$ cat src/design/cpuCtrlPkg.sv
package cpuCtrlPkg;

	localparam int regCount = 14;

	// Instruction bytes, grouped by high nibble
	typedef enum logic [7:0] {
		opRstAll  = 8'h10,
		opRstAc   = 8'h11,
		opRstAddr = 8'h12,
		opRstGsp  = 8'h13,
		opRstMc   = 8'h14,
		opRstCp   = 8'h15,
		opRstRp   = 8'h16,
		opIncGsp  = 8'h20,
		opIncAc   = 8'h21,
		opIncCp   = 8'h22,
		opIncRp   = 8'h23,
		opIncMc   = 8'h24,
		opIncStp  = 8'h25,
		opLdAddr  = 8'h30,
		opLdAc    = 8'h31,
		opLdMulr  = 8'h32,
		opLdRp    = 8'h33,
		opLdCp    = 8'h34,
		opStSp    = 8'h40,
		opAdd     = 8'h41,
		opMstp    = 8'h50,
		opMrp     = 8'h51,
		opMcp     = 8'h52,
		opMwv     = 8'h53,
		opMeopc   = 8'h54,
		opMaddr   = 8'h55,
		opMcid    = 8'h56,
		opMmv     = 8'h57,
		opMcidAc  = 8'h60,
		opMrpAc   = 8'h61,
		opMcpAc   = 8'h62,
		opMstpAc  = 8'h63,
		opJmpZ1   = 8'h70,
		opJmpZ2   = 8'h71,
		opJmp     = 8'h72
	} insOpcode;

	typedef enum logic [7:0] {
		stFetch1 = 8'h00,
		stFetch2,
		stEndOp,
		stRstAll, stRstAc, stRstAddr, stRstGsp, stRstMc, stRstCp, stRstRp,
		stIncGsp, stIncAc, stIncCp, stIncRp, stIncMc, stIncStp,
		stLdAddr1, stLdAddr2,
		stLdAc1, stLdAc2,
		stLdMulr1, stLdMulr2,
		stLdRp1, stLdRp2,
		stLdCp1, stLdCp2,
		stStSp,
		stAdd,
		stMstp, stMrp, stMcp, stMwv, stMeopc, stMaddr, stMcid, stMmv,
		stMcidAc, stMrpAc, stMcpAc, stMstpAc,
		stJmpZ1, stJmpZ1Y1, stJmpZ1Y2, stJmpZ1Y3, stJmpZ1N1, stJmpZ1N2,
		stJmpZ2, stJmpZ2Y1, stJmpZ2Y2, stJmpZ2Y3, stJmpZ2N1, stJmpZ2N2,
		stJmp1, stJmp2, stJmp3, stJmp4
	} microState;

	// Bit positions in the register masks, LSB first
	typedef enum logic [3:0] {
		riPc   = 4'd0,
		riIr   = 4'd1,
		riGsp  = 4'd2,
		riRp   = 4'd3,
		riCp   = 4'd4,
		riStp  = 4'd5,
		riCid  = 4'd6,
		riEopc = 4'd7,
		riMc   = 4'd8,
		riMv   = 4'd9,
		riWv   = 4'd10,
		riMulr = 4'd11,
		riAddr = 4'd12,
		riAc   = 4'd13
	} regIndex;

	typedef logic [regCount-1:0] regMask;

	typedef enum logic [2:0] {
		aluNone = 3'd0,
		aluAdd  = 3'd1
	} aluOp;

	typedef enum logic [3:0] {
		bsMemOut = 4'd0,
		bsAc     = 4'd1,
		bsAddr   = 4'd2,
		bsCid    = 4'd3,
		bsRp     = 4'd4,
		bsCp     = 4'd5,
		bsStp    = 4'd6
	} busSel;

	typedef enum logic [1:0] {
		pGsp = 2'd0,
		pRp  = 2'd1,
		pCp  = 2'd2,
		pStp = 2'd3
	} ptrSel;

	typedef enum logic [3:0] {
		memIdle  = 4'd0,
		memRead  = 4'd1,
		memWrite = 4'd2
	} memCmd;

	// 55 bits in all
	typedef struct packed {
		aluOp   alu;
		busSel  bus;
		ptrSel  ptr;
		memCmd  mem;
		regMask wrtEn;
		regMask incEn;
		regMask rstEn;
	} ctrlWord;

	localparam ctrlWord idleWord = '{
		alu:   aluNone,
		bus:   bsAc,
		ptr:   pGsp,
		mem:   memIdle,
		wrtEn: '0,
		incEn: '0,
		rstEn: '0
	};

	function automatic regMask maskOf(input regIndex r);
		return regMask'(1) << r;
	endfunction

endpackage

$ cat src/design/controlDecoder.sv
`timescale 1ns/1ps

module controlDecoder
	import cpuCtrlPkg::*;
(
	input logic clk,
	input logic rst,
	input microState nextState,
	output ctrlWord ctrl
);

	ctrlWord word;

	// Word of the state about to be entered
	always_comb begin
		word = idleWord;
		case (nextState)
			stFetch2: begin
				word.incEn = maskOf(riPc);
				word.wrtEn = maskOf(riIr);
			end

			// Everything but PC and IR
			stRstAll:  word.rstEn = ~(maskOf(riPc) | maskOf(riIr));
			stRstAc:   word.rstEn = maskOf(riAc);
			stRstAddr: word.rstEn = maskOf(riAddr);
			stRstGsp:  word.rstEn = maskOf(riGsp);
			stRstMc:   word.rstEn = maskOf(riMc);
			stRstCp:   word.rstEn = maskOf(riCp);
			stRstRp:   word.rstEn = maskOf(riRp);

			stIncGsp: word.incEn = maskOf(riGsp);
			stIncAc:  word.incEn = maskOf(riAc);
			stIncCp:  word.incEn = maskOf(riCp);
			stIncRp:  word.incEn = maskOf(riRp);
			stIncMc:  word.incEn = maskOf(riMc);
			stIncStp: word.incEn = maskOf(riStp);

			// Memory read through the selected pointer
			stLdAddr1, stLdAc1, stLdMulr1: word.mem = memRead;
			stLdRp1: begin
				word.mem = memRead;
				word.ptr = pRp;
			end
			stLdCp1: begin
				word.mem = memRead;
				word.ptr = pCp;
			end

			// Memory data onto the bus
			stLdAddr2: begin
				word.bus = bsMemOut;
				word.wrtEn = maskOf(riAddr);
			end
			stLdAc2, stLdCp2: begin
				word.bus = bsMemOut;
				word.wrtEn = maskOf(riAc);
			end
			stLdMulr2, stLdRp2: begin
				word.bus = bsMemOut;
				word.wrtEn = maskOf(riMulr);
			end

			stStSp: begin
				word.mem = memWrite;
				word.ptr = pStp;
			end

			stAdd: begin
				word.alu = aluAdd;
				word.bus = bsAddr;
			end

			// AC to register moves
			stMstp:  word.wrtEn = maskOf(riStp);
			stMrp:   word.wrtEn = maskOf(riRp);
			stMcp:   word.wrtEn = maskOf(riCp);
			stMwv:   word.wrtEn = maskOf(riWv);
			stMeopc: word.wrtEn = maskOf(riEopc);
			stMaddr: word.wrtEn = maskOf(riAddr);
			stMcid:  word.wrtEn = maskOf(riCid);
			stMmv:   word.wrtEn = maskOf(riMv);

			stMcidAc: begin
				word.bus = bsCid;
				word.wrtEn = maskOf(riAc);
			end
			stMrpAc: begin
				word.bus = bsRp;
				word.wrtEn = maskOf(riAc);
			end
			stMcpAc: begin
				word.bus = bsCp;
				word.wrtEn = maskOf(riAc);
			end
			stMstpAc: begin
				word.bus = bsStp;
				word.wrtEn = maskOf(riAc);
			end

			// Jump target into IR, then into PC
			stJmpZ1Y1, stJmpZ2Y1:         word.wrtEn = maskOf(riIr);
			stJmpZ1Y2, stJmpZ2Y2, stJmp3: word.wrtEn = maskOf(riPc);

			// Not taken skips the operand byte
			stJmpZ1N1, stJmpZ2N1: begin
				word.incEn = maskOf(riPc);
				word.wrtEn = maskOf(riIr);
			end

			// Fetch1, flag tests, tail steps and halt stay idle
			default: word = idleWord;
		endcase
	end

	always_ff @(posedge clk) begin
		if (rst)
			ctrl <= idleWord;
		else
			ctrl <= word;
	end

endmodule

$ cat src/design/controlUnit.sv
`timescale 1ns/1ps

module controlUnit
	import cpuCtrlPkg::*;
(
	input logic clk,
	input logic rst,
	input insOpcode ins,
	input logic z1,
	input logic z2,
	output ctrlWord ctrl
);

	microState nextState;

	stateSequencer sequencer0 (
		.clk       (clk),
		.rst       (rst),
		.ins       (ins),
		.z1        (z1),
		.z2        (z2),
		.nextState (nextState)
	);

	// Registers the word of the state being entered
	controlDecoder decoder0 (
		.clk       (clk),
		.rst       (rst),
		.nextState (nextState),
		.ctrl      (ctrl)
	);

endmodule

$ cat src/design/stateSequencer.sv
`timescale 1ns/1ps

module stateSequencer
	import cpuCtrlPkg::*;
(
	input logic clk,
	input logic rst,
	input insOpcode ins,
	input logic z1,
	input logic z2,
	output microState nextState
);

	microState state;

	// First execute state of each instruction
	function automatic microState entryOf(input insOpcode op);
		case (op)
			opRstAll:  return stRstAll;
			opRstAc:   return stRstAc;
			opRstAddr: return stRstAddr;
			opRstGsp:  return stRstGsp;
			opRstMc:   return stRstMc;
			opRstCp:   return stRstCp;
			opRstRp:   return stRstRp;
			opIncGsp:  return stIncGsp;
			opIncAc:   return stIncAc;
			opIncCp:   return stIncCp;
			opIncRp:   return stIncRp;
			opIncMc:   return stIncMc;
			opIncStp:  return stIncStp;
			opLdAddr:  return stLdAddr1;
			opLdAc:    return stLdAc1;
			opLdMulr:  return stLdMulr1;
			opLdRp:    return stLdRp1;
			opLdCp:    return stLdCp1;
			opStSp:    return stStSp;
			opAdd:     return stAdd;
			opMstp:    return stMstp;
			opMrp:     return stMrp;
			opMcp:     return stMcp;
			opMwv:     return stMwv;
			opMeopc:   return stMeopc;
			opMaddr:   return stMaddr;
			opMcid:    return stMcid;
			opMmv:     return stMmv;
			opMcidAc:  return stMcidAc;
			opMrpAc:   return stMrpAc;
			opMcpAc:   return stMcpAc;
			opMstpAc:  return stMstpAc;
			opJmpZ1:   return stJmpZ1;
			opJmpZ2:   return stJmpZ2;
			opJmp:     return stJmp1;
			// Unknown byte halts the machine
			default:   return stEndOp;
		endcase
	endfunction

	always_ff @(posedge clk) begin
		if (rst)
			state <= stFetch1;
		else
			state <= nextState;
	end

	always_comb begin
		case (state)
			stFetch1: nextState = stFetch2;
			stFetch2: nextState = entryOf(ins);

			// Two-step loads
			stLdAddr1: nextState = stLdAddr2;
			stLdAc1:   nextState = stLdAc2;
			stLdMulr1: nextState = stLdMulr2;
			stLdRp1:   nextState = stLdRp2;
			stLdCp1:   nextState = stLdCp2;

			// Z1 set means taken
			stJmpZ1:   nextState = z1 ? stJmpZ1Y1 : stJmpZ1N1;
			stJmpZ1Y1: nextState = stJmpZ1Y2;
			stJmpZ1Y2: nextState = stJmpZ1Y3;
			stJmpZ1N1: nextState = stJmpZ1N2;

			// Z2 clear means taken
			stJmpZ2:   nextState = z2 ? stJmpZ2N1 : stJmpZ2Y1;
			stJmpZ2Y1: nextState = stJmpZ2Y2;
			stJmpZ2Y2: nextState = stJmpZ2Y3;
			stJmpZ2N1: nextState = stJmpZ2N2;

			stJmp1: nextState = stJmp2;
			stJmp2: nextState = stJmp3;
			stJmp3: nextState = stJmp4;

			// Only reset leaves here
			stEndOp: nextState = stEndOp;

			// Single-step ops and last steps
			default: nextState = stFetch1;
		endcase
	end

endmodule
$ cat config.mk
export PLATFORM = sky130hd
export DESIGN_NAME = controlUnit
export DESIGN_NICKNAME = d
export VERILOG_FILES = /design/src/design/cpuCtrlPkg.sv /design/src/design/controlDecoder.sv /design/src/design/controlUnit.sv /design/src/design/stateSequencer.sv
export SDC_FILE = /design/constraint.sdc
export NUM_CORES = 1
export LEC_CHECK = 0
export BUFFER_PORTS_ARGS = -buffer_cell sky130_fd_sc_hd__buf_2
export CAP_MARGIN = 30
export CORE_MARGIN = 5
export CORE_UTILIZATION = 56
export DETAILED_ROUTE_END_ITERATION = 12
export GPL_ROUTABILITY_DRIVEN = 1
export PLACE_DENSITY = 0.85
export SYNTH_ARGS = -nofsm -noshare
export SYNTH_HDL_FRONTEND = slang
export SYNTH_HIERARCHICAL = 1
export SYNTH_SLANG_ARGS = --single-unit
$ cat constraint.sdc
create_clock -name clk -period 5.35 [get_ports clk]
set_input_delay 0.8025 -clock clk [delete_from_list [all_inputs] [get_ports clk]]
set_output_delay 0.8025 -clock clk [all_outputs]
set_load 0.01 [all_outputs]
=== Word level (Yosys, flattened, before mapping) ===
Memory sizes are Yosys's and may differ from the RTL's.
Cells that the tools add are included.

* Flip-flop bits (word level): 63
* Bits of input ports: 12
* Memories kept: 1
* Output and inout port bits: 55
* ROM bits: 768
* Logic and storage cells: 92

{| class="wikitable"
|+ Memories
! name !! depth !! bits a word !! rd ports !! clocked after memory_dff !! wr ports !! line !! text
|-
| (name not given) || 128 || 6 || 1 || 0 || 0 || stateSequencer.sv:18 || <nowiki>case (op)</nowiki>
|}

* Multiplexer cells: 11
* Eq/ne operators: 63
* Reduce and logical (&&, ||, !) cells: 9

{| class="wikitable"
|+ Operators with widths
! operator !! number
|-
| $eq A8 B6 Y1 const B || 26
|-
| $pmux W14 S7 || 2
|-
| $eq A8 B5 Y1 const B || 21
|-
| $pmux W14 S12 || 1
|-
| $pmux W8 S19 || 1
|-
| $eq A8 B4 Y1 const B || 8
|-
| $eq A8 B3 Y1 const B || 4
|-
| $pmux W3 S6 || 1
|-
| $eq A8 B1 Y1 const B || 2
|-
| $eq A8 B2 Y1 const B || 2
|-
| $reduce_or A5 Y1 || 3
|-
| $logic_not A8 Y1 || 1
|-
| $mux W8 || 1
|-
| $pmux W2 S3 || 1
|-
| $reduce_or A3 Y1 || 2
|-
| $reduce_or A6 Y1 || 1
|-
| $mux W5 || 1
|-
| $pmux W2 S2 || 1
|-
| $reduce_or A2 Y1 || 2
|-
| $mux W3 || 1
|-
| $mux W1 || 1
|}

=== Logic depth before layout (Yosys ltp) ===
Gate-level depths: netlist of run 1.
An unclocked memory read counts as a cell.

* Depth in word-level cells: 6
* Mapped depth: 13

=== Cells and area by module ===
The synthesis of run 1 kept the hierarchy.

{| class="wikitable"
|+ Modules (own cells, without submodules)
! module !! area an instance (µm²) !! cells each !! times used
|-
| controlDecoder || 1,460.2 || 155 || 1
|-
| stateSequencer || 950.9 || 137 || 1
|}

=== Least setup slack after synthesis of run 1 ===
OpenSTA, ideal clock, no wires.

* Path type: input to register
* From: in ins[2]
* To: reg, netlist name decoder0/ctrl[14]
* Stages: 13
* Data required time: 5.280 ns
* Arrival time: 3.028 ns
* Library setup time: 0.070 ns
* Path slack: 2.252 ns
* Path through: clkbuf_1 > inv_1 > ha_1 > mux2_2 > nand2_1 > a211oi_1 > o21ai_0 > nand2_1 > buf_2 > nor4bb_1 > a21oi_1 > or3b_2 > a21oi_1

* Cells in the longest elaborated chain, start to end: 6
* Elaborated cells on any way between the ends: 14
* Those cells by class: eq/ne: 9; mux: 3; reduce/logical: 1; memory: 1

{| class="wikitable"
|+ RTL lines
! element !! line !! text
|-
| start, declared || controlUnit.sv:8 || <nowiki>input insOpcode ins,</nowiki>
|-
| $mem_v2 Z128 W6 (*) || n/a ||
|-
| $mux W8 (*) || stateSequencer.sv:18 ||
|-
| $pmux W8 S19 (*) || stateSequencer.sv:67 || <nowiki>case (state)</nowiki>
|-
| via nextState[2] || controlUnit.sv:14 || <nowiki>microState nextState;</nowiki>
|-
| $eq A8 B1 Y1 or $eq A8 B6 Y1 (tied branches) || controlDecoder.sv:17 || <nowiki>case (nextState)</nowiki>
|-
| $reduce_or A3 Y1 (no source line) || n/a ||
|-
| $pmux W14 S7 (*) || controlDecoder.sv:17 ||
|}

Mark *: on every way through the listed nets, which the timed path passes. The rest lies on a longest branch.
A chain may end at the register's enable or synchronous reset.

=== Final worst setup path of run 1 ===
* From: in ins[2]
* To: reg, netlist name decoder0/ctrl[14]

* Cells in the longest elaborated chain, start to end: 6
* Elaborated cells on any way between the ends: 14
* Those cells by class: eq/ne: 9; mux: 3; reduce/logical: 1; memory: 1

{| class="wikitable"
|+ RTL lines
! element !! line
|-
| $mem_v2 Z128 W6 (*) || n/a
|-
| $mux W8 (*) || stateSequencer.sv:18
|-
| $pmux W8 S19 (*) || stateSequencer.sv:67
|-
| via nextState[1] || controlUnit.sv:14
|-
| $eq A8 B1 Y1 or $eq A8 B6 Y1 (tied branches) || controlDecoder.sv:17
|-
| $reduce_or A3 Y1 (no source line) || n/a
|-
| $pmux W14 S7 (*) || controlDecoder.sv:17
|}

Marks and branches as above.

==> results of run 1 <==
## synthesized netlist by cell type, drive strengths merged (5+ instances only)
master	number
nor3	19
nor2b	10
nand3	7
dfxtp	40
nand2b	11
nor4b	5
clkbuf	8
buf	34
nor3b	6
a21oi	13
o21ai	7
ha	8
nand2	19
nor2	29
inv	7
## path summary, 6_finish.rpt
check / from / to / slack [ns] / cells after the start
hold / removal: sequencer0/state[5]$_SDFF_PP0_ / sequencer0/state[5]$_SDFF_PP0_ / 0.69 / 2
setup / recovery: ins[2] / decoder0/ctrl[14]$_SDFF_PP0_ / 1.88 / 12
hold reg to reg: sequencer0/state[5]$_SDFF_PP0_ / sequencer0/state[5]$_SDFF_PP0_ / 0.69 / 2
setup reg to reg: sequencer0/state[1]$_SDFF_PP0_ / decoder0/ctrl[14]$_SDFF_PP0_ / 2.17 / 9
## registers in the layout (all words and copies together) (netlist names)
register,cells
decoder0/ctrl,34
sequencer0/state,6
## routing by layer
layer / vias to the layer above / track usage [%] / routed length (µm)
met5: - / 0 / 0
met2: 83 / 29.3 / 2520
met1: 970 / 24.3 / 2330
li1: 1052 / - / -
met3: 13 / 4.22 / 447
met4: 0 / 8.74 / 110
## cell type report
cell class	instances	area share, %
Tap cell	50	2.39
Inverter	7	1.00
Clock inverter	1	0.286
Clock buffer	7	3.29
Timing Repair Buffer	50	9.55
Multi-Input combinational cell	219	52.9
Sequential cell	40	30.5
## worst max-delay path: cells and delay by family
| kind | cells | cell delay, ns |
|---|---|---|
| buf+inv | 2 | 0.33 |
| fa+ha+maj | 1 | 0.19 |
| simple gates | 4 | 1.67 |
| compound gates | 5 | 0.70 |
## report_power, final
part | internal, mW | switching [mW] | total [mW] | leakage, nW
Clock | 0.105 | 0.101 | 0.206 | 0.0445
Combinational | 0.0550 | 0.102 | 0.157 | 0.840
Sequential | 0.303 | 0.00849 | 0.312 | 0.323
## logic make-up after synthesis
logic type                 synth area share, %
DFF                                       33.2
AOI/OAI and AO/OA                         15.3
other                                    0.311
xor gates and xnor gates                  1.45
muxes                                    0.467
adders and majority gates                 4.15
and+or+nand+nor                           33.4
buffers and inverters                     11.7
==> reports/summary.txt, run 1 <==
synth-to-layout area growth: 8.72%
TritonRoute pass-1 iters: 4
clock slew at the register clock pins of the worst setup and hold paths: 0.07 ns
TritonCTS Buffers: 5
source-to-sink clock delay at the later pin of the worst-skew pair: 0.29 ns
total setup buffers inserted after CTS: 0
proportion of synthesized flip-flops having asynchronous set or reset: 0%
total of hold buffers inserted after clock tree synthesis: 0
H-tree levels: 2
largest net degree at the start of global routing: 27
overall via count from detail_route: 2118
routability congestion estimate from global placement: 0.977
average wire per standard cell: 14.5 µm
setup repair after global routing missed its margin: false
initial antenna violation count: 0
setup violators final: 0
register bit total from synthesis: 40
Congestion Overflow GR: 0
CTS tree: built
share of synthesized area occupied by flip-flops and latches: 33.2%
area of combinational cells with multiple inputs: 0.00139 mm²
worst clock skew on the final layout: 0.00182 ns
initial core utilization: 59.0%
Post-Place Cells: 366
kind of critical path: in2reg
Starting DRT DRC Count: 142
unique cell type count in the Yosys netlist: 66
synth warn: 6
final worst slack: 1.88 ns
final wirelength: 5410 µm
chip width: 75.6 µm
filler instances: 373
placeable core region: 0.00409 mm²
transition time at the pin with the least slew margin: 0.804 ns
critical path, cell by cell: buf_2, inv_1, ha_1, nor2b_1, o221ai_1, o31ai_1, a31o_1, nand3_1, nor4bb_1, a21oi_1, or3b_2, a21oi_1
post-detailed-placement cell area: 0.00253 mm²
fraction of layout cells with a size suffix above 1: 22.8%
post-route ant nets: 0
max cap viols: 0
most common library cell in the layout ignoring fill and taps: buf_2
syn_area_per_cell: 8.26 µm²
Max-slew headroom: 46.3%
ys flop type: dfxtp_1
Remaining DRCs: 0
most repeated library cell on the critical path: a21oi_1
Resized cells post-CTS: 0
f_max: 288 MHz
required time of the worst setup path: 5.57 ns
power after layout: 0.675 mW
pre-CTS WS: 1.67 ns
number of ports placed on the die boundary: 67
crit path capture type: flop
delay contributed by the slowest stage of the critical path: 0.57 ns
total count of max-transition violations in the final report: 0
library cell contributing the largest single delay on the critical path: nand3_1
sum of negative setup slack: 0 ns
Post-Layout Inst Area: 0.00262 mm²
largest vdd supply drop: 0.129 mV
data arrival time of the critical path: 3.70 ns
Final #Nets: 343
clock root cell: clkbuf_8
total global routing track utilization: 18.7%
post-route fraction of the period consumed by the critical path: 64.9%
number of failing hold endpoints at the final stage: 0
number of port buffers: 50
Critical Path Start Type: input port
HP Class: reg2reg
wire length of the first global-routing pass: 8270 µm
via count of the first global-routing pass: 1829
cell type with the highest aggregate area in the netlist: dfxtp_1
hold slack final: 0.688 ns
DR vias/cell: 5.66
run status: complete, no violations
cells after synthesis: 292
placement row count: 23
die extent in y: 75.6 µm
area of the mapped netlist: 0.00241 mm²
area taken by flip-flops and latches: 801 µm²
TritonCTS Sinks: 40
post-route minimum period: 3.47 ns
clock tree buffer depth: 2
core utilization of the finished layout: 64.1%
dominant cells by area after synthesis: dfxtp_1 (33%), buf_4 (7.2%), nor2_1 (4.4%)
Post-Layout Cell Count: 374
EDFF count, synth: 0
count of inserted antenna diode cells: 0
leakage dissipation: 1.21 nW
most frequent cells in the layout: buf_2 (50), dfxtp_1 (40), nor2_1 (28)
die area: 0.00572 mm²
crit-path max FO: 20
power per unit of standard cell area: 257 mW/mm²
total half-perimeter wirelength after legalization and detailed placement: 3950 µm
fraction of synthesized cell area taken by the top area cell type: 33.2%
Note: power is estimated with default switching activity, not from simulation.
==> run 2, diff against run 1 <==
--- a/config.mk
+++ b/config.mk
@@ -5,13 +5,14 @@
 export SDC_FILE = /design/constraint.sdc
 export NUM_CORES = 1
 export LEC_CHECK = 0
+export ABC_AREA = 1
 export BUFFER_PORTS_ARGS = -buffer_cell sky130_fd_sc_hd__buf_2
 export CAP_MARGIN = 30
 export CORE_MARGIN = 5
-export CORE_UTILIZATION = 56
+export CORE_UTILIZATION = 53
 export DETAILED_ROUTE_END_ITERATION = 12
 export GPL_ROUTABILITY_DRIVEN = 1
-export PLACE_DENSITY = 0.85
+export PLACE_DENSITY = 0.81
 export SYNTH_ARGS = -nofsm -noshare
 export SYNTH_HDL_FRONTEND = slang
 export SYNTH_HIERARCHICAL = 1
==> constraint.sdc (replaced) <==
create_clock -name clk -period 3.2 [get_ports clk]
set_input_delay 0.48 -clock clk [delete_from_list [all_inputs] [get_ports clk]]
set_output_delay 0.48 -clock clk [all_outputs]
set_load 0.01 [all_outputs]
==> run 2 against run 1 <==
Effect of this change: first-iteration DRC count increased by 91%; clock-buffer cell count decreased by 2; critical path depth increased by 3; design area increased by 4.9%; largest cell class unchanged; critical endpoint is now decoder0/ctrl[29]$_SDFF_PP0_.
==> reports/summary.txt, run 2 <==
number of port buffers: 50 (unchanged)
H-tree levels: 2 (unchanged)
Post-Place Cells: 454 (+24%)
total of hold buffers inserted after clock tree synthesis: 0 (unchanged)
Reg2Reg Capture Point: decoder0/ctrl[29]$_SDFF_PP0_
total half-perimeter wirelength after legalization and detailed placement: 4670 µm (+18%)
placement row count: 24 (+4.3%)
leakage dissipation: 1.40 nW (+16%)
run status: complete, no violations
DR vias/cell: 5.17 (-8.8%)
leading post-synthesis cells by instance count: nand2_1 (80), nor2_1 (56), dfxtp_1 (40)
worst setup path end: decoder0/ctrl[29]$_SDFF_PP0_
cell with the most instances after synthesis: nand2_1
synth warn: 6 (unchanged)
TritonCTS Buffers: 5 (unchanged)
Post-Layout Inst Area: 0.00275 mm² (+4.9%)
source-to-sink clock delay at the later pin of the worst-skew pair: 0.28 ns (about the same)
chip width: 77.9 µm (+3.1%)
dominant cells by area after synthesis: dfxtp_1 (33%), nand2_1 (12%), nor2_1 (8.6%)
required time of the worst setup path: 3.36 ns (-2.21 ns)
post-route minimum period: 2.22 ns
initial antenna violation count: 0 (unchanged)
Critical Path Start Type: flop
syn_area_per_cell: 6.70 µm² (-19%)
Resized cells post-CTS: 0 (unchanged)
number of ports placed on the die boundary: 67 (unchanged)
Max-slew headroom: 67.1% (+21 points)
placeable core region: 0.00441 mm² (+8.0%)
filler instances: 442 (+18%)
largest registers in the final layout: decoder0/ctrl (34), sequencer0/state (6)
Remaining DRCs: 0 (unchanged)
Starting DRT DRC Count: 271 (+91%)
transition time at the pin with the least slew margin: 0.488 ns (-0.316 ns)
share of synthesized area occupied by flip-flops and latches: 32.7% (-0.48 points)
startpoint of the lowest-slack register-to-register path: sequencer0/state[4]$_SDFF_PP0_
via count of the first global-routing pass: 2193 (+20%)
count of inserted antenna diode cells: 0 (unchanged)
max cap viols: 0 (unchanged)
Congestion Overflow GR: 0 (unchanged)
setup slack of the most critical reg-to-reg path: 0.98 ns (-1.19 ns)
wire length of the first global-routing pass: 10100 µm (+22%)
synth-to-layout area growth: 12.4%
fraction of synthesized cell area taken by the top area cell type: 32.7% (-0.48 points)
die extent in y: 77.9 µm (+3.1%)
power after layout: 1.30 mW (+92%)
cells after synthesis: 365 (+25%)
routability congestion estimate from global placement: 1.00 (+2.8%)
EDFF count, synth: 0 (unchanged)
post-route fraction of the period consumed by the critical path: 69.4%
Critical Path Source: sequencer0/state[4]$_SDFF_PP0_
most frequent cells in the layout: nand2_1 (80), nor2_1 (56), buf_2 (50)
area taken by flip-flops and latches: 801 µm² (unchanged)
post-detailed-placement cell area: 0.00262 mm² (+3.7%)
TritonCTS Sinks: 40 (unchanged)
sum of negative setup slack: 0 ns (unchanged)
proportion of synthesized flip-flops having asynchronous set or reset: 0% (unchanged)
f_max: 450 MHz
largest vdd supply drop: 0.206 mV (+60%)
total global routing track utilization: 20.0% (+1.3 points)
worst clock skew on the final layout: 0.00891 ns (+0.00709 ns)
post-route ant nets: 0 (unchanged)
area of the mapped netlist: 0.00245 mm² (+1.5%)
clock slew at the register clock pins of the worst setup and hold paths: 0.07 ns (about the same)
worst reg-to-reg path cell count: 15 (+6)
area of combinational cells with multiple inputs: 0.00133 mm² (-4.2%)
kind of critical path: reg2reg
TritonRoute pass-1 iters: 5 (+1)
die area: 0.00607 mm² (+6.2%)
largest net degree at the start of global routing: 19 (-30%)
cell type with the highest aggregate area in the netlist: dfxtp_1
crit-path max FO: 6 (-70%)
Final #Nets: 429 (+25%)
final wirelength: 5910 µm (+9.3%)
register name with the most flops: decoder0/ctrl
average wire per standard cell: 12.8 µm (-11%)
total count of max-transition violations in the final report: 0 (unchanged)
CTS tree: built
unique cell type count in the Yosys netlist: 32 (-52%)
ys flop type: dfxtp_1
most common library cell in the layout ignoring fill and taps: nand2_1
Post-Layout Cell Count: 461 (+23%)
crit path capture type: flop
total setup buffers inserted after CTS: 0 (unchanged)
setup violators final: 0 (unchanged)
clock root cell: clkbuf_8
setup repair after global routing missed its margin: false
number of failing hold endpoints at the final stage: 0 (unchanged)
power per unit of standard cell area: 472 mW/mm² (+83%)
max reg flops: 34 (unchanged)
HP Class: in2reg
overall via count from detail_route: 2382 (+12%)
fraction of layout cells with a size suffix above 1: 23.5% (+0.63 points)
clock tree buffer depth: 2 (unchanged)
hold slack final: 0.547 ns (-0.141 ns)
data arrival time of the critical path: 2.38 ns (-1.32 ns)
initial core utilization: 55.4% (-3.6 points)
register bit total from synthesis: 40 (unchanged)
-- run 2: changes by cell type after synthesis, moves of 9 or more --
cell / change
inv_2: +15
nor3_1: -12
nand2_1: +61
nand3_1: +27
inv_1: +23
nor2_1: +28
nand2b_1: -9
nor2b_1: -10
-- run 2: cell type report --
class / count / share of cell area [%]
tap: 52 / 2.37
timing repair buffer: 50 / 9.10
inverter: 46 / 6.37
sequential: 40 / 29.1
clock inverter: 2 / 2.18
multi-input combinational: 266 / 48.3
clock buffer: 5 / 2.50
-- run 2: per-stage QoR --
step,utilization (%),setup WS [ns]
floorplan,-,1.19
global placement,59.4,0.780
detailed placement,59.4,0.776
CTS,62.3,1.04
global route,62.3,0.773
finish,62.3,0.978
-- run 2: logic make-up (layout without fill, tap and decap cells) --
group,Yosys count,in the layout,share of synthesized area (%)
buffers and inverters,75,103,15.4
flip-flops,40,40,32.7
AND/OR/NAND/NOR,207,207,39.6
AO/OA/AOI/OAI,33,33,7.88
adder cells (fa/ha/maj),8,8,4.09
other,2,18,0.307
-- run 2: routing by layer --
metal	global-route usage (%)	vias up	routed length [µm]
li1	-	1209	-
met1	26.3	1057	2530
met2	32.6	104	2800
met3	3.94	12	499
met4	6.93	0	83
met5	0	-	0
-- run 2: where the power goes --
group | internal [mW] | total (mW) | switching (mW)
sequential | 0.510 | 0.522 | 0.0125
combinational | 0.0853 | 0.309 | 0.224
clock | 0.307 | 0.465 | 0.158
total | 0.902 | 1.30 | 0.394
-- run 2: worst min-delay path by stage --
stage	from	endpoint	slack [ns]	cells past startpoint
floorplan	rst	sequencer0/state[2]$_SDFF_PP0_	0.54	1
global placement	sequencer0/state[4]$_SDFF_PP0_	sequencer0/state[1]$_SDFF_PP0_	0.72	3
detailed placement	sequencer0/state[4]$_SDFF_PP0_	sequencer0/state[1]$_SDFF_PP0_	0.71	3
CTS	ins[7]	sequencer0/state[4]$_SDFF_PP0_	0.54	4
global route	ins[7]	sequencer0/state[4]$_SDFF_PP0_	0.56	4
finish	ins[7]	sequencer0/state[4]$_SDFF_PP0_	0.55	4
-- run 2: worst max-delay path, stage by stage, from the launching register on --
cell,delay (ns)
dfxtp_1,0.41
inv_2,0.06
nor2_1,0.27
nand3_1,0.17
nand3_1,0.15
nor2_1,0.05
nand2_1,0.06
nor2_1,0.05
inv_1,0.16
inv_2,0.10
nand2_1,0.20
nor2_1,0.08
nand2_1,0.08
nand3_1,0.12
nor2_1,0.10
nor2_1,0.04
